`src/design/ppu_pkg.sv`:
```
/*
 * PPU blit path shared definitions
 * Field widths, span and pixel mode codes, queue depth
 * and the pixel size lookup used by address gen and unpack
 */

package ppu_pkg;

	// Span command field widths
	localparam int W_COORD_SX = 9;
	localparam int W_COORD_UV = 10;
	localparam int W_ADDR     = 32;
	localparam int W_SPANTYPE = 2;
	localparam int W_PIXMODE  = 2;
	localparam int W_TEXSIZE  = 3;
	localparam int W_DATA     = 16;

	// Span types
	localparam logic [W_SPANTYPE-1:0] SPANTYPE_FILL  = 2'd0;
	localparam logic [W_SPANTYPE-1:0] SPANTYPE_BLIT  = 2'd1;
	localparam logic [W_SPANTYPE-1:0] SPANTYPE_ABLIT = 2'd2;

	// Pixel modes, named by bits per pixel
	localparam logic [W_PIXMODE-1:0] PIXMODE_16 = 2'd0;
	localparam logic [W_PIXMODE-1:0] PIXMODE_8  = 2'd1;
	localparam logic [W_PIXMODE-1:0] PIXMODE_4  = 2'd2;
	localparam logic [W_PIXMODE-1:0] PIXMODE_1  = 2'd3;

	// Bus transfer size code, reads are always halfwords
	localparam logic [1:0] BUS_SIZE_HALF = 2'd1;

	// Metadata queue, discard flag above a 4-bit halfword index
	localparam int PINFO_DEPTH = 4;
	localparam int W_PINFO     = 5;

	// Log2 of bits per pixel
	function automatic logic [2:0] mode_log_pixsize(input logic [W_PIXMODE-1:0] mode);
		case (mode)
			PIXMODE_16: return 3'd4;
			PIXMODE_8:  return 3'd3;
			PIXMODE_4:  return 3'd2;
			PIXMODE_1:  return 3'd0;
			default:    return 3'd4;
		endcase
	endfunction

endpackage

```
`src/design/sync_fifo.sv`:
```
/*
 * Synchronous FIFO
 * Register array with first-word fall-through read port,
 * full and empty flags from an occupancy count
 */

`timescale 1ns/1ps

module sync_fifo #(
	parameter int DEPTH = 4,
	parameter int WIDTH = 8
) (
	input  logic             clk,
	input  logic             rst_n,
	input  logic [WIDTH-1:0] w_data,
	input  logic             w_en,
	output logic [WIDTH-1:0] r_data,
	input  logic             r_en,
	output logic             full,
	output logic             empty
);

	localparam int W_PTR = (DEPTH > 1) ? $clog2(DEPTH) : 1;
	localparam int W_CNT = $clog2(DEPTH + 1);

	logic [WIDTH-1:0] mem [DEPTH];
	logic [W_PTR-1:0] wr_ptr;
	logic [W_PTR-1:0] rd_ptr;
	logic [W_CNT-1:0] count;
	logic             wr;
	logic             rd;

	// Ignore pushes when full, pops when empty
	assign wr = w_en && !full;
	assign rd = r_en && !empty;

	// Storage
	always_ff @(posedge clk) begin
		if (wr)
			mem[wr_ptr] <= w_data;
	end

	// Pointers wrap at DEPTH, any depth allowed
	always_ff @(posedge clk or negedge rst_n) begin
		if (!rst_n) begin
			wr_ptr <= '0;
			rd_ptr <= '0;
			count  <= '0;
		end else begin
			if (wr)
				wr_ptr <= (wr_ptr == W_PTR'(DEPTH - 1)) ? '0 : wr_ptr + 1'b1;
			if (rd)
				rd_ptr <= (rd_ptr == W_PTR'(DEPTH - 1)) ? '0 : rd_ptr + 1'b1;
			if (wr && !rd)
				count <= count + 1'b1;
			else if (rd && !wr)
				count <= count - 1'b1;
		end
	end

	// Head entry shows without a pop
	assign r_data = mem[rd_ptr];
	assign full   = count == W_CNT'(DEPTH);
	assign empty  = count == '0;

endmodule

```
`src/design/ppu_coord_gen.sv`:
```
/*
 * PPU coordinate generator
 * Loads the span start point, then steps u by one per
 * accepted coordinate; v stays fixed across the span
 */

`timescale 1ns/1ps

module ppu_coord_gen
	import ppu_pkg::*;
(
	input  logic                  clk,
	input  logic                  rst_n,

	input  logic                  span_start,
	input  logic [W_COORD_UV-1:0] span_u,
	input  logic [W_COORD_UV-1:0] span_v,

	output logic [W_COORD_UV-1:0] cgen_u,
	output logic [W_COORD_UV-1:0] cgen_v,
	output logic                  cgen_vld,
	input  logic                  cgen_rdy
);

	logic step;

	// Handshake with the address unit
	assign step = cgen_vld && cgen_rdy;

	// ------------------------------------------------------------
	// Valid flag
	// ------------------------------------------------------------

	// Stream never ends by itself
	// AGU decides when the span is over
	always_ff @(posedge clk or negedge rst_n) begin
		if (!rst_n)
			cgen_vld <= 1'b0;
		else if (span_start)
			cgen_vld <= 1'b1;
	end

	// ------------------------------------------------------------
	// Coordinates
	// ------------------------------------------------------------

	// Start point lands the cycle after span_start
	// Unaffine stepping, u only
	always_ff @(posedge clk) begin
		if (span_start) begin
			cgen_u <= span_u;
			cgen_v <= span_v;
		end else if (step) begin
			cgen_u <= cgen_u + 1'b1;
		end
	end

endmodule

```
`src/design/ppu_pixel_agu.sv`:
```
/*
 * PPU pixel address unit
 * Counts span pixels, bounds-checks each coordinate, issues
 * halfword bus reads and queues per-pixel metadata for unpack
 */

`timescale 1ns/1ps

module ppu_pixel_agu
	import ppu_pkg::*;
(
	input  logic                  clk,
	input  logic                  rst_n,

	// Span command
	input  logic                  span_start,
	input  logic [W_COORD_SX-1:0] span_count,
	input  logic [W_SPANTYPE-1:0] span_type,
	input  logic [W_PIXMODE-1:0]  span_pixmode,
	input  logic [W_ADDR-1:0]     span_texture_ptr,
	input  logic [W_TEXSIZE-1:0]  span_texsize,
	input  logic                  span_ablit_halfsize,
	output logic                  span_done,

	// Coordinate stream
	input  logic [W_COORD_UV-1:0] cgen_u,
	input  logic [W_COORD_UV-1:0] cgen_v,
	input  logic                  cgen_vld,
	output logic                  cgen_rdy,

	// Bus address phase
	output logic                  bus_addr_vld,
	input  logic                  bus_addr_rdy,
	output logic [1:0]            bus_size,
	output logic [W_ADDR-1:0]     bus_addr,

	// Metadata to the unpacker
	output logic [3:0]            pinfo_index,
	output logic                  pinfo_discard,
	output logic                  pinfo_vld,
	input  logic                  pinfo_rdy
);

	logic [W_COORD_SX-1:0] count;
	logic [W_SPANTYPE-1:0] stype;
	logic [W_PIXMODE-1:0]  pixmode;
	logic [W_ADDR-1:0]     texture_ptr;
	logic [W_TEXSIZE-1:0]  texsize;

	logic                  blit_mode;
	logic [2:0]            log_bpp;
	logic [W_COORD_UV-1:0] ordinate_mask;
	logic                  out_of_bounds;
	logic [W_ADDR-1:0]     pix_offs;
	logic [W_ADDR-1:0]     bit_offs;
	logic [W_ADDR-1:0]     addr_sum;
	logic                  issue_pixel;
	logic                  pinfo_wen;
	logic                  pinfo_full;
	logic                  pinfo_empty;
	logic [W_PINFO-1:0]    pinfo_wdata;

	// ------------------------------------------------------------
	// Span state
	// ------------------------------------------------------------

	// FILL spans never leave done
	// Count holds pixels left minus one
	always_ff @(posedge clk or negedge rst_n) begin
		if (!rst_n) begin
			span_done <= 1'b1;
			count     <= '0;
			stype     <= SPANTYPE_FILL;
		end else if (span_start) begin
			span_done <= span_type == SPANTYPE_FILL;
			count     <= span_count;
			stype     <= span_type;
		end else if (issue_pixel) begin
			count <= count - 1'b1;
			if (count == '0)
				span_done <= 1'b1;
		end
	end

	// Half-size ABLIT texture is one size step down
	always_ff @(posedge clk) begin
		if (span_start) begin
			pixmode     <= span_pixmode;
			texture_ptr <= span_texture_ptr;
			texsize     <= span_texsize -
				W_TEXSIZE'(span_ablit_halfsize && span_type == SPANTYPE_ABLIT);
		end
	end

	// ------------------------------------------------------------
	// Address generation
	// ------------------------------------------------------------

	assign blit_mode = stype == SPANTYPE_BLIT || stype == SPANTYPE_ABLIT;
	assign log_bpp   = mode_log_pixsize(pixmode);

	// Texture is (8 << texsize) pixels square
	// Mask keeps the in-range ordinate bits
	assign ordinate_mask = ~({{(W_COORD_UV - 3){1'b1}}, 3'b000} << texsize);
	assign out_of_bounds = |{cgen_u & ~ordinate_mask, cgen_v & ~ordinate_mask};

	// Row-major pixel offset
	assign pix_offs = W_ADDR'(cgen_u & ordinate_mask) +
		((W_ADDR'(cgen_v & ordinate_mask) << 3) << texsize);

	// Bit offset, then bytes
	assign bit_offs = pix_offs << log_bpp;
	assign addr_sum = texture_ptr + (bit_offs >> 3);

	// Halfword aligned, halfword sized
	assign bus_addr = {addr_sum[W_ADDR-1:1], 1'b0};
	assign bus_size = BUS_SIZE_HALF;

	// Request only for live in-bounds pixels with queue room
	assign bus_addr_vld = blit_mode && !span_done && cgen_vld &&
		!pinfo_full && !out_of_bounds;

	// Out-of-bounds pixels retire without a bus read
	assign issue_pixel = blit_mode && !span_done && cgen_vld && !pinfo_full &&
		(out_of_bounds || bus_addr_rdy);
	assign cgen_rdy = issue_pixel;

	// ------------------------------------------------------------
	// Metadata queue
	// ------------------------------------------------------------

	// Pixel slot inside the halfword
	assign pinfo_wdata = {out_of_bounds, bit_offs[3:0] >> log_bpp};
	assign pinfo_wen   = issue_pixel;

	sync_fifo #(
		.DEPTH (PINFO_DEPTH),
		.WIDTH (W_PINFO)
	) pinfo_fifo_inst (
		.clk    (clk),
		.rst_n  (rst_n),
		.w_data (pinfo_wdata),
		.w_en   (pinfo_wen),
		.r_data ({pinfo_discard, pinfo_index}),
		.r_en   (pinfo_vld && pinfo_rdy),
		.full   (pinfo_full),
		.empty  (pinfo_empty)
	);

	assign pinfo_vld = !pinfo_empty;

endmodule

```
`src/design/ppu_pixel_unpack.sv`:
```
/*
 * PPU pixel unpacker
 * Pairs queued metadata with returned bus halfwords and
 * extracts one pixel per cycle at its bit position
 */

`timescale 1ns/1ps

module ppu_pixel_unpack
	import ppu_pkg::*;
(
	input  logic                 clk,
	input  logic                 rst_n,

	input  logic                 span_start,
	input  logic [W_PIXMODE-1:0] span_pixmode,

	// Bus read data, one strobe per read in address order
	input  logic [W_DATA-1:0]    bus_rdata,
	input  logic                 bus_rdata_vld,

	// Metadata from the address unit
	input  logic [3:0]           pinfo_index,
	input  logic                 pinfo_discard,
	input  logic                 pinfo_vld,
	output logic                 pinfo_rdy,

	// Pixel output strobe
	output logic                 pix_vld,
	output logic [W_DATA-1:0]    pix_data,
	output logic                 pix_discard
);

	logic [W_PIXMODE-1:0] pixmode;
	logic [2:0]           log_bpp;
	logic [4:0]           bpp;
	logic [3:0]           shamt;
	logic [W_DATA:0]      field_mask;
	logic [W_DATA-1:0]    data_head;
	logic                 data_empty;
	logic                 data_pop;

	// Own copy of the mode
	always_ff @(posedge clk) begin
		if (span_start)
			pixmode <= span_pixmode;
	end

	// ------------------------------------------------------------
	// Read data buffer
	// ------------------------------------------------------------

	// Never overflows, reads in flight are bounded by metadata depth
	sync_fifo #(
		.DEPTH (PINFO_DEPTH),
		.WIDTH (W_DATA)
	) data_fifo_inst (
		.clk    (clk),
		.rst_n  (rst_n),
		.w_data (bus_rdata),
		.w_en   (bus_rdata_vld),
		.r_data (data_head),
		.r_en   (data_pop),
		.full   (),
		.empty  (data_empty)
	);

	// ------------------------------------------------------------
	// Pairing and extraction
	// ------------------------------------------------------------

	// Discards go at once, others wait for their data
	assign pinfo_rdy = pinfo_vld && (pinfo_discard || !data_empty);
	assign data_pop  = pinfo_vld && !pinfo_discard && !data_empty;

	assign log_bpp = mode_log_pixsize(pixmode);
	assign bpp     = 5'd1 << log_bpp;

	// Index times bpp stays below 16
	assign shamt = pinfo_index << log_bpp;

	// One extra bit so 16 bpp gives all ones
	assign field_mask = (17'd1 << bpp) - 17'd1;

	assign pix_vld     = pinfo_rdy;
	assign pix_discard = pinfo_vld && pinfo_discard;
	assign pix_data    = pinfo_discard ? '0 :
		(data_head >> shamt) & field_mask[W_DATA-1:0];

endmodule

```
`src/design/ppu_blit_top.sv`:
```
/*
 * PPU blit pixel fetch path
 * Coordinate generator, address unit and unpacker in a row
 */

`timescale 1ns/1ps

module ppu_blit_top
	import ppu_pkg::*;
(
	input  logic                  clk,
	input  logic                  rst_n,

	// Span command
	input  logic                  span_start,
	input  logic [W_COORD_SX-1:0] span_count,
	input  logic [W_SPANTYPE-1:0] span_type,
	input  logic [W_PIXMODE-1:0]  span_pixmode,
	input  logic [W_ADDR-1:0]     span_texture_ptr,
	input  logic [W_TEXSIZE-1:0]  span_texsize,
	input  logic                  span_ablit_halfsize,
	input  logic [W_COORD_UV-1:0] span_u,
	input  logic [W_COORD_UV-1:0] span_v,
	output logic                  span_done,

	// Bus address phase
	output logic                  bus_addr_vld,
	input  logic                  bus_addr_rdy,
	output logic [1:0]            bus_size,
	output logic [W_ADDR-1:0]     bus_addr,

	// Bus data phase
	input  logic [W_DATA-1:0]     bus_rdata,
	input  logic                  bus_rdata_vld,

	// Pixels
	output logic                  pix_vld,
	output logic [W_DATA-1:0]     pix_data,
	output logic                  pix_discard
);

	logic [W_COORD_UV-1:0] cgen_u;
	logic [W_COORD_UV-1:0] cgen_v;
	logic                  cgen_vld;
	logic                  cgen_rdy;

	logic [3:0]            pinfo_index;
	logic                  pinfo_discard;
	logic                  pinfo_vld;
	logic                  pinfo_rdy;

	// ------------------------------------------------------------
	// Coordinates
	// ------------------------------------------------------------

	ppu_coord_gen ppu_coord_gen_inst (
		.clk        (clk),
		.rst_n      (rst_n),
		.span_start (span_start),
		.span_u     (span_u),
		.span_v     (span_v),
		.cgen_u     (cgen_u),
		.cgen_v     (cgen_v),
		.cgen_vld   (cgen_vld),
		.cgen_rdy   (cgen_rdy)
	);

	// ------------------------------------------------------------
	// Address phase
	// ------------------------------------------------------------

	ppu_pixel_agu ppu_pixel_agu_inst (
		.clk                 (clk),
		.rst_n               (rst_n),
		.span_start          (span_start),
		.span_count          (span_count),
		.span_type           (span_type),
		.span_pixmode        (span_pixmode),
		.span_texture_ptr    (span_texture_ptr),
		.span_texsize        (span_texsize),
		.span_ablit_halfsize (span_ablit_halfsize),
		.span_done           (span_done),
		.cgen_u              (cgen_u),
		.cgen_v              (cgen_v),
		.cgen_vld            (cgen_vld),
		.cgen_rdy            (cgen_rdy),
		.bus_addr_vld        (bus_addr_vld),
		.bus_addr_rdy        (bus_addr_rdy),
		.bus_size            (bus_size),
		.bus_addr            (bus_addr),
		.pinfo_index         (pinfo_index),
		.pinfo_discard       (pinfo_discard),
		.pinfo_vld           (pinfo_vld),
		.pinfo_rdy           (pinfo_rdy)
	);

	// ------------------------------------------------------------
	// Data phase
	// ------------------------------------------------------------

	ppu_pixel_unpack ppu_pixel_unpack_inst (
		.clk           (clk),
		.rst_n         (rst_n),
		.span_start    (span_start),
		.span_pixmode  (span_pixmode),
		.bus_rdata     (bus_rdata),
		.bus_rdata_vld (bus_rdata_vld),
		.pinfo_index   (pinfo_index),
		.pinfo_discard (pinfo_discard),
		.pinfo_vld     (pinfo_vld),
		.pinfo_rdy     (pinfo_rdy),
		.pix_vld       (pix_vld),
		.pix_data      (pix_data),
		.pix_discard   (pix_discard)
	);

endmodule

```
`config.mk`:
```
export PLATFORM = sky130hd
export DESIGN_NAME = ppu_blit_top
export DESIGN_NICKNAME = d
export VERILOG_FILES = /design/src/design/ppu_pkg.sv /design/src/design/sync_fifo.sv /design/src/design/ppu_coord_gen.sv /design/src/design/ppu_pixel_agu.sv /design/src/design/ppu_pixel_unpack.sv /design/src/design/ppu_blit_top.sv
export SDC_FILE = /design/constraint.sdc
export NUM_CORES = 1
export LEC_CHECK = 0
export ABC_CLOCK_PERIOD_IN_PS = 8250
export BUFFER_PORTS_ARGS = -buffer_cell sky130_fd_sc_hd__buf_2
export CAP_MARGIN = 20
export CORE_MARGIN = 3
export CORE_UTILIZATION = 59
export CTS_CLUSTER_DIAMETER = 200
export CTS_CLUSTER_SIZE = 30
export DETAILED_ROUTE_END_ITERATION = 6
export GPL_TIMING_DRIVEN = 0
export PLACE_DENSITY = 0.82
export SYNTH_ARGS = -nofsm -noshare
export SYNTH_HDL_FRONTEND = slang
export SYNTH_SLANG_ARGS = --single-unit
```
`constraint.sdc`:
```
create_clock -name clk -period 8.25 [get_ports clk]
set_clock_uncertainty 0.2 [all_clocks]
set_input_delay 1.65 -clock clk [delete_from_list [all_inputs] [get_ports clk]]
set_output_delay 1.65 -clock clk [all_outputs]
set_load 0.005 [all_outputs]
```
==> summary.md <==
| Metric | Value |
|---|---|
| Hold-fix buffers, CTS | `0` |
| Switching Share | `about two fifths` |
| Most frequent cells in the layout | `buf_2, edfxtp_1, nand2_1` |
| Cts bufs inserted | `17` |
| Top post-synthesis cells by area | `edfxtp_1, mux4_2, dfrtp_1, ha_1, mux2i_1` |
| Post-synth EDFFs | `141` |
| DR iter-0 viols | `746` |
| Max incr delay on CP | `0.52 ns` |
| Part of the power in registers | `32.5%` |
| Relative slew slack | `42.6%` |
| Initial antenna violation count | `1` |
| FF+latch count, synth | `roughly 170` |
| PortBufs | `140` |
| Share of total power in combinational logic | `~44%` |
| Post-synthesis async set-or-reset flop share | `16.1%` |
| WL met2 | `13900 um` |
| Area occupied by multi-input gates | `around 6000 um2` |
| Io pins | `between 100 and 150` |
| DR top layer | `met5` |
| Worst VDD drop | `0.000240 V` |
| Clock latency on the worst-skew pair | `between 0.4 and 0.5 ns` |
| Wirelength per Cell | `19.7 um` |
| Register area share after synthesis | `between 40 and 50%` |
| Period utilization | `between 90 and 100%` |
| Yosys top cell area share | `38.6%` |
| Clock Tree Root | `clkbuf_16` |
| Req. time, crit path | `6.40 ns` |
| Layout cells sized above 1 | `25.9%` |
| Status | `finished, final reports clean` |
| Layout Nets | `1282` |
| WP data arrival | `6.18 ns` |
| Clk slew on worst S/H paths | `~0.080 ns` |
| Routed WL | `27100 um` |
| Total track usage | `a little over a quarter` |
| Crit-path max FO | `10` |
| Crit. End Element | `primary output` |
| Die H | `roughly 140 um` |
| First-pass GRT wire length | `42200 um` |
| Initial Utilization | `60.7%` |
| Vias per std cell | `6.24` |
| Area delta synth->final | `17.2%` |
| Metal1 wirelength | `approximately 11000 um` |
| Register area | `around 4900 um2` |
| Synth Instances | `970` |
| Crit path max-delay cell type | `mux4_2` |
| Hold crit path type | `reg2reg` |
| Synth area leader | `edfxtp_1` |
| Static Leak | `5.39 nW` |
| Row cnt | `49` |
| Met3 routed WL | `1960 um` |
| Fin. Hold Viols | `0` |
| Post-route ant nets | `0` |
| Setup-failing EPs final | `0` |
| Max clock buf depth | `2` |
| Commonest non-fill, non-tap cell in the layout | `buf_2` |
| Worst-Margin Slew | `~0.86 ns` |
| Non-Filler Instances | `1378` |
| Diode count | `0` |
| Hold Slack | `0.285 ns` |
| CP cell instances | `buf_4, buf_4, clkbuf_4, clkbuf_4, nand2b_1, o22ai_2, ha_4, a21o_1, a21o_4, a31o_4, nand2b_4, mux2_2, mux4_2, mux2i_2, ha_1, a21o_1, a21o_1, a2111oi_4, o21bai_1, o41ai_2, buf_4, o21ai_0, xor2_1, buf_2` |
| Clock power share | `23.6%` |
| Sw power | `1.40 mW` |
| GPL Wtd Cong | `0.909` |
| Clock sinks | `168` |
| Fmax | `125 MHz` |
| Pwr Density | `283 nW/um2` |
| Critical Path Start Type | `flip-flop` |
| Largest net degree at the start of global routing | `~50` |
| Synthesized area per cell | `11.3 um2` |
| Cell Int Power | `between 2 and 2.5 mW` |
| Fin. max-slew vios | `0` |
| DR vias | `approximately 8600` |
| Yosys warns | `0` |
| CTS tree | `done` |
| Netlist cell types | `80` |
| Buffer and inverter count on the worst path | `6` |
| Top FF cell, synth | `edfxtp_1` |
| Die width | `142 um` |
| Die area | `20300 um2` |
| Core box area | `18100 um2` |
| Max-Cap Viols | `0` |
| # fillers | `1223` |
| Residual DRC | `0` |
| H-Tree Level Count | `4` |
| Synth Cell Area | `11000 um2` |
| GRT overflow | `0` |
| WS Path Type | `reg2out` |
| Half-perimeter wire length after detailed placement | `19400 um` |
| Vias in the first global route | `8390` |
| Final Critical Period | `between 8 and 9 ns` |
| CP delay by family, top | `compound AO/OA/AOI/OAI gates` |
| Drt pass-1 iters | `5` |
| Dpl cells | `between 1000 and 1500` |
==> power groups by stage <==
stage | clock network, mW | registers [mW] | logic (mW)
6_report | 0.858 | 1.18 | 1.60
5_1_grt | 0.899 | 1.20 | 1.75
4_1_cts | 0.864 | 1.18 | 1.57
3_5_place_dp | 0 | 1.20 | 1.53
3_3_place_gp | 0 | 1.19 | 1.49
2_1_floorplan | 0 | 1.17 | 1.12
==> sequential cells by signal (all words and copies together) (netlist names) <==
name	count
ppu_pixel_agu_inst.pinfo_fifo_inst.wr_ptr	2
ppu_pixel_agu_inst.pinfo_fifo_inst.count	3
ppu_pixel_agu_inst.texsize	3
ppu_pixel_agu_inst.count	9
ppu_pixel_agu_inst.stype	2
ppu_pixel_agu_inst.texture_ptr	32
ppu_pixel_unpack_inst.data_fifo_inst.rd_ptr	2
ppu_pixel_unpack_inst.data_fifo_inst.wr_ptr	2
ppu_coord_gen_inst.cgen_v	10
ppu_pixel_agu_inst.pinfo_fifo_inst.mem	20
ppu_pixel_agu_inst.pixmode	2
ppu_pixel_unpack_inst.data_fifo_inst.mem	64
ppu_pixel_agu_inst.pinfo_fifo_inst.rd_ptr	2
ppu_coord_gen_inst.cgen_u	10
ppu_coord_gen_inst.cgen_vld	1
ppu_pixel_unpack_inst.data_fifo_inst.count	3
ppu_pixel_agu_inst.span_done	1
==> cell families after synthesis <==
logic type / after synthesis / synth area share [%]
buf+inv: 89 / 3.54
compound gates: 196 / 12.0
simple gates: 285 / 13.4
flops: 168 / 44.8
xor+xnor: 59 / 4.71
fa+ha+maj: 56 / 6.66
other cells: 2 / 0.0685
mux: 115 / 14.8
==> what timing repair did <==
item | 4_1_cts | 5_1_grt
setup buffers | 2 | 6
gates resized for setup | 11 | 32
pin swaps | 2 | 8
hold endpoints to repair | 0 | 0
endpoints found under the setup margin | 15 | 12
==> cell type report <==
cell class	count	area share (%)
clock buffers	17	3.31
clock inverters	15	1.79
well taps	229	2.23
multi-input cells	714	45.3
flip-flops and latches	168	38.2
inverters	36	1.05
repair buffers	149	6.08
plain buffers	50	1.99
==> per-stage QoR <==
stage / cell area (um2) / setup TNS (ns) / power (mW) / setup slack, ns / utilization (%)
6_report: 12900 / 0 / 3.64 / 0.221 / 71.1
5_1_grt: 12900 / -0.0436 / 3.85 / -0.0208 / 71.1
4_1_cts: 12700 / 0 / 3.61 / 0.000190 / 70.1
3_5_place_dp: 12000 / -1.53 / 2.73 / -0.417 / 66.1
3_3_place_gp: 12000 / -1.10 / 2.68 / -0.310 / 66.1
2_1_floorplan: 11000 / 0 / 2.29 / 0.883 / -
==> path summary, 6_finish.rpt <==
| kind | from | to | slack, ns | depth (start not counted) |
|---|---|---|---|---|
| worst max-delay path | ppu_pixel_agu_inst.texsize[2]$_DFFE_PP_ | bus_addr[26] | 0.22 | 24 |
| worst min register to register | ppu_coord_gen_inst.cgen_vld$_DFFE_PN0P_ | ppu_coord_gen_inst.cgen_vld$_DFFE_PN0P_ | 0.28 | 1 |
| worst min-delay path | ppu_coord_gen_inst.cgen_vld$_DFFE_PN0P_ | ppu_coord_gen_inst.cgen_vld$_DFFE_PN0P_ | 0.28 | 1 |
| min in group asynchronous | rst_n | ppu_pixel_agu_inst.count[8]$_DFFE_PN0P_ | 1.00 | 1 |
| max in group asynchronous | rst_n | ppu_pixel_unpack_inst.data_fifo_inst.count[0]$_DFFE_PN0P_ | 6.43 | 1 |
| worst max register to register | ppu_pixel_agu_inst.texsize[1]$_DFFE_PP_ | ppu_pixel_agu_inst.pinfo_fifo_inst.count[2]$_DFFE_PN0P_ | 4.48 | 15 |
==> cells in the mapped netlist, types with 9 or more instances <==
cell	count
a21oi_1	40
edfxtp_1	141
a21o_1	19
mux2i_1	56
o21ai_0	46
nand3_1	23
nor3_1	16
xor2_1	25
buf_2	10
o211ai_1	10
nand2_1	69
dfrtp_1	26
and3_1	19
xnor2_1	34
nand4_1	11
ha_1	52
buf_1	9
nand2b_1	15
nor2_1	54
mux2_2	22
and2_1	16
mux4_2	35
clkbuf_1	26
inv_1	35
a31oi_1	11
nor2b_1	18
==> per-layer routing <==
layer / vias to the layer above / global-route usage, %
met4: 2 / 7.70
met2: 361 / 45.0
met3: 54 / 4.67
met5: - / 0
li1: 3994 / -
met1: 4190 / 34.4
Power figures use the tool's default switching activity.
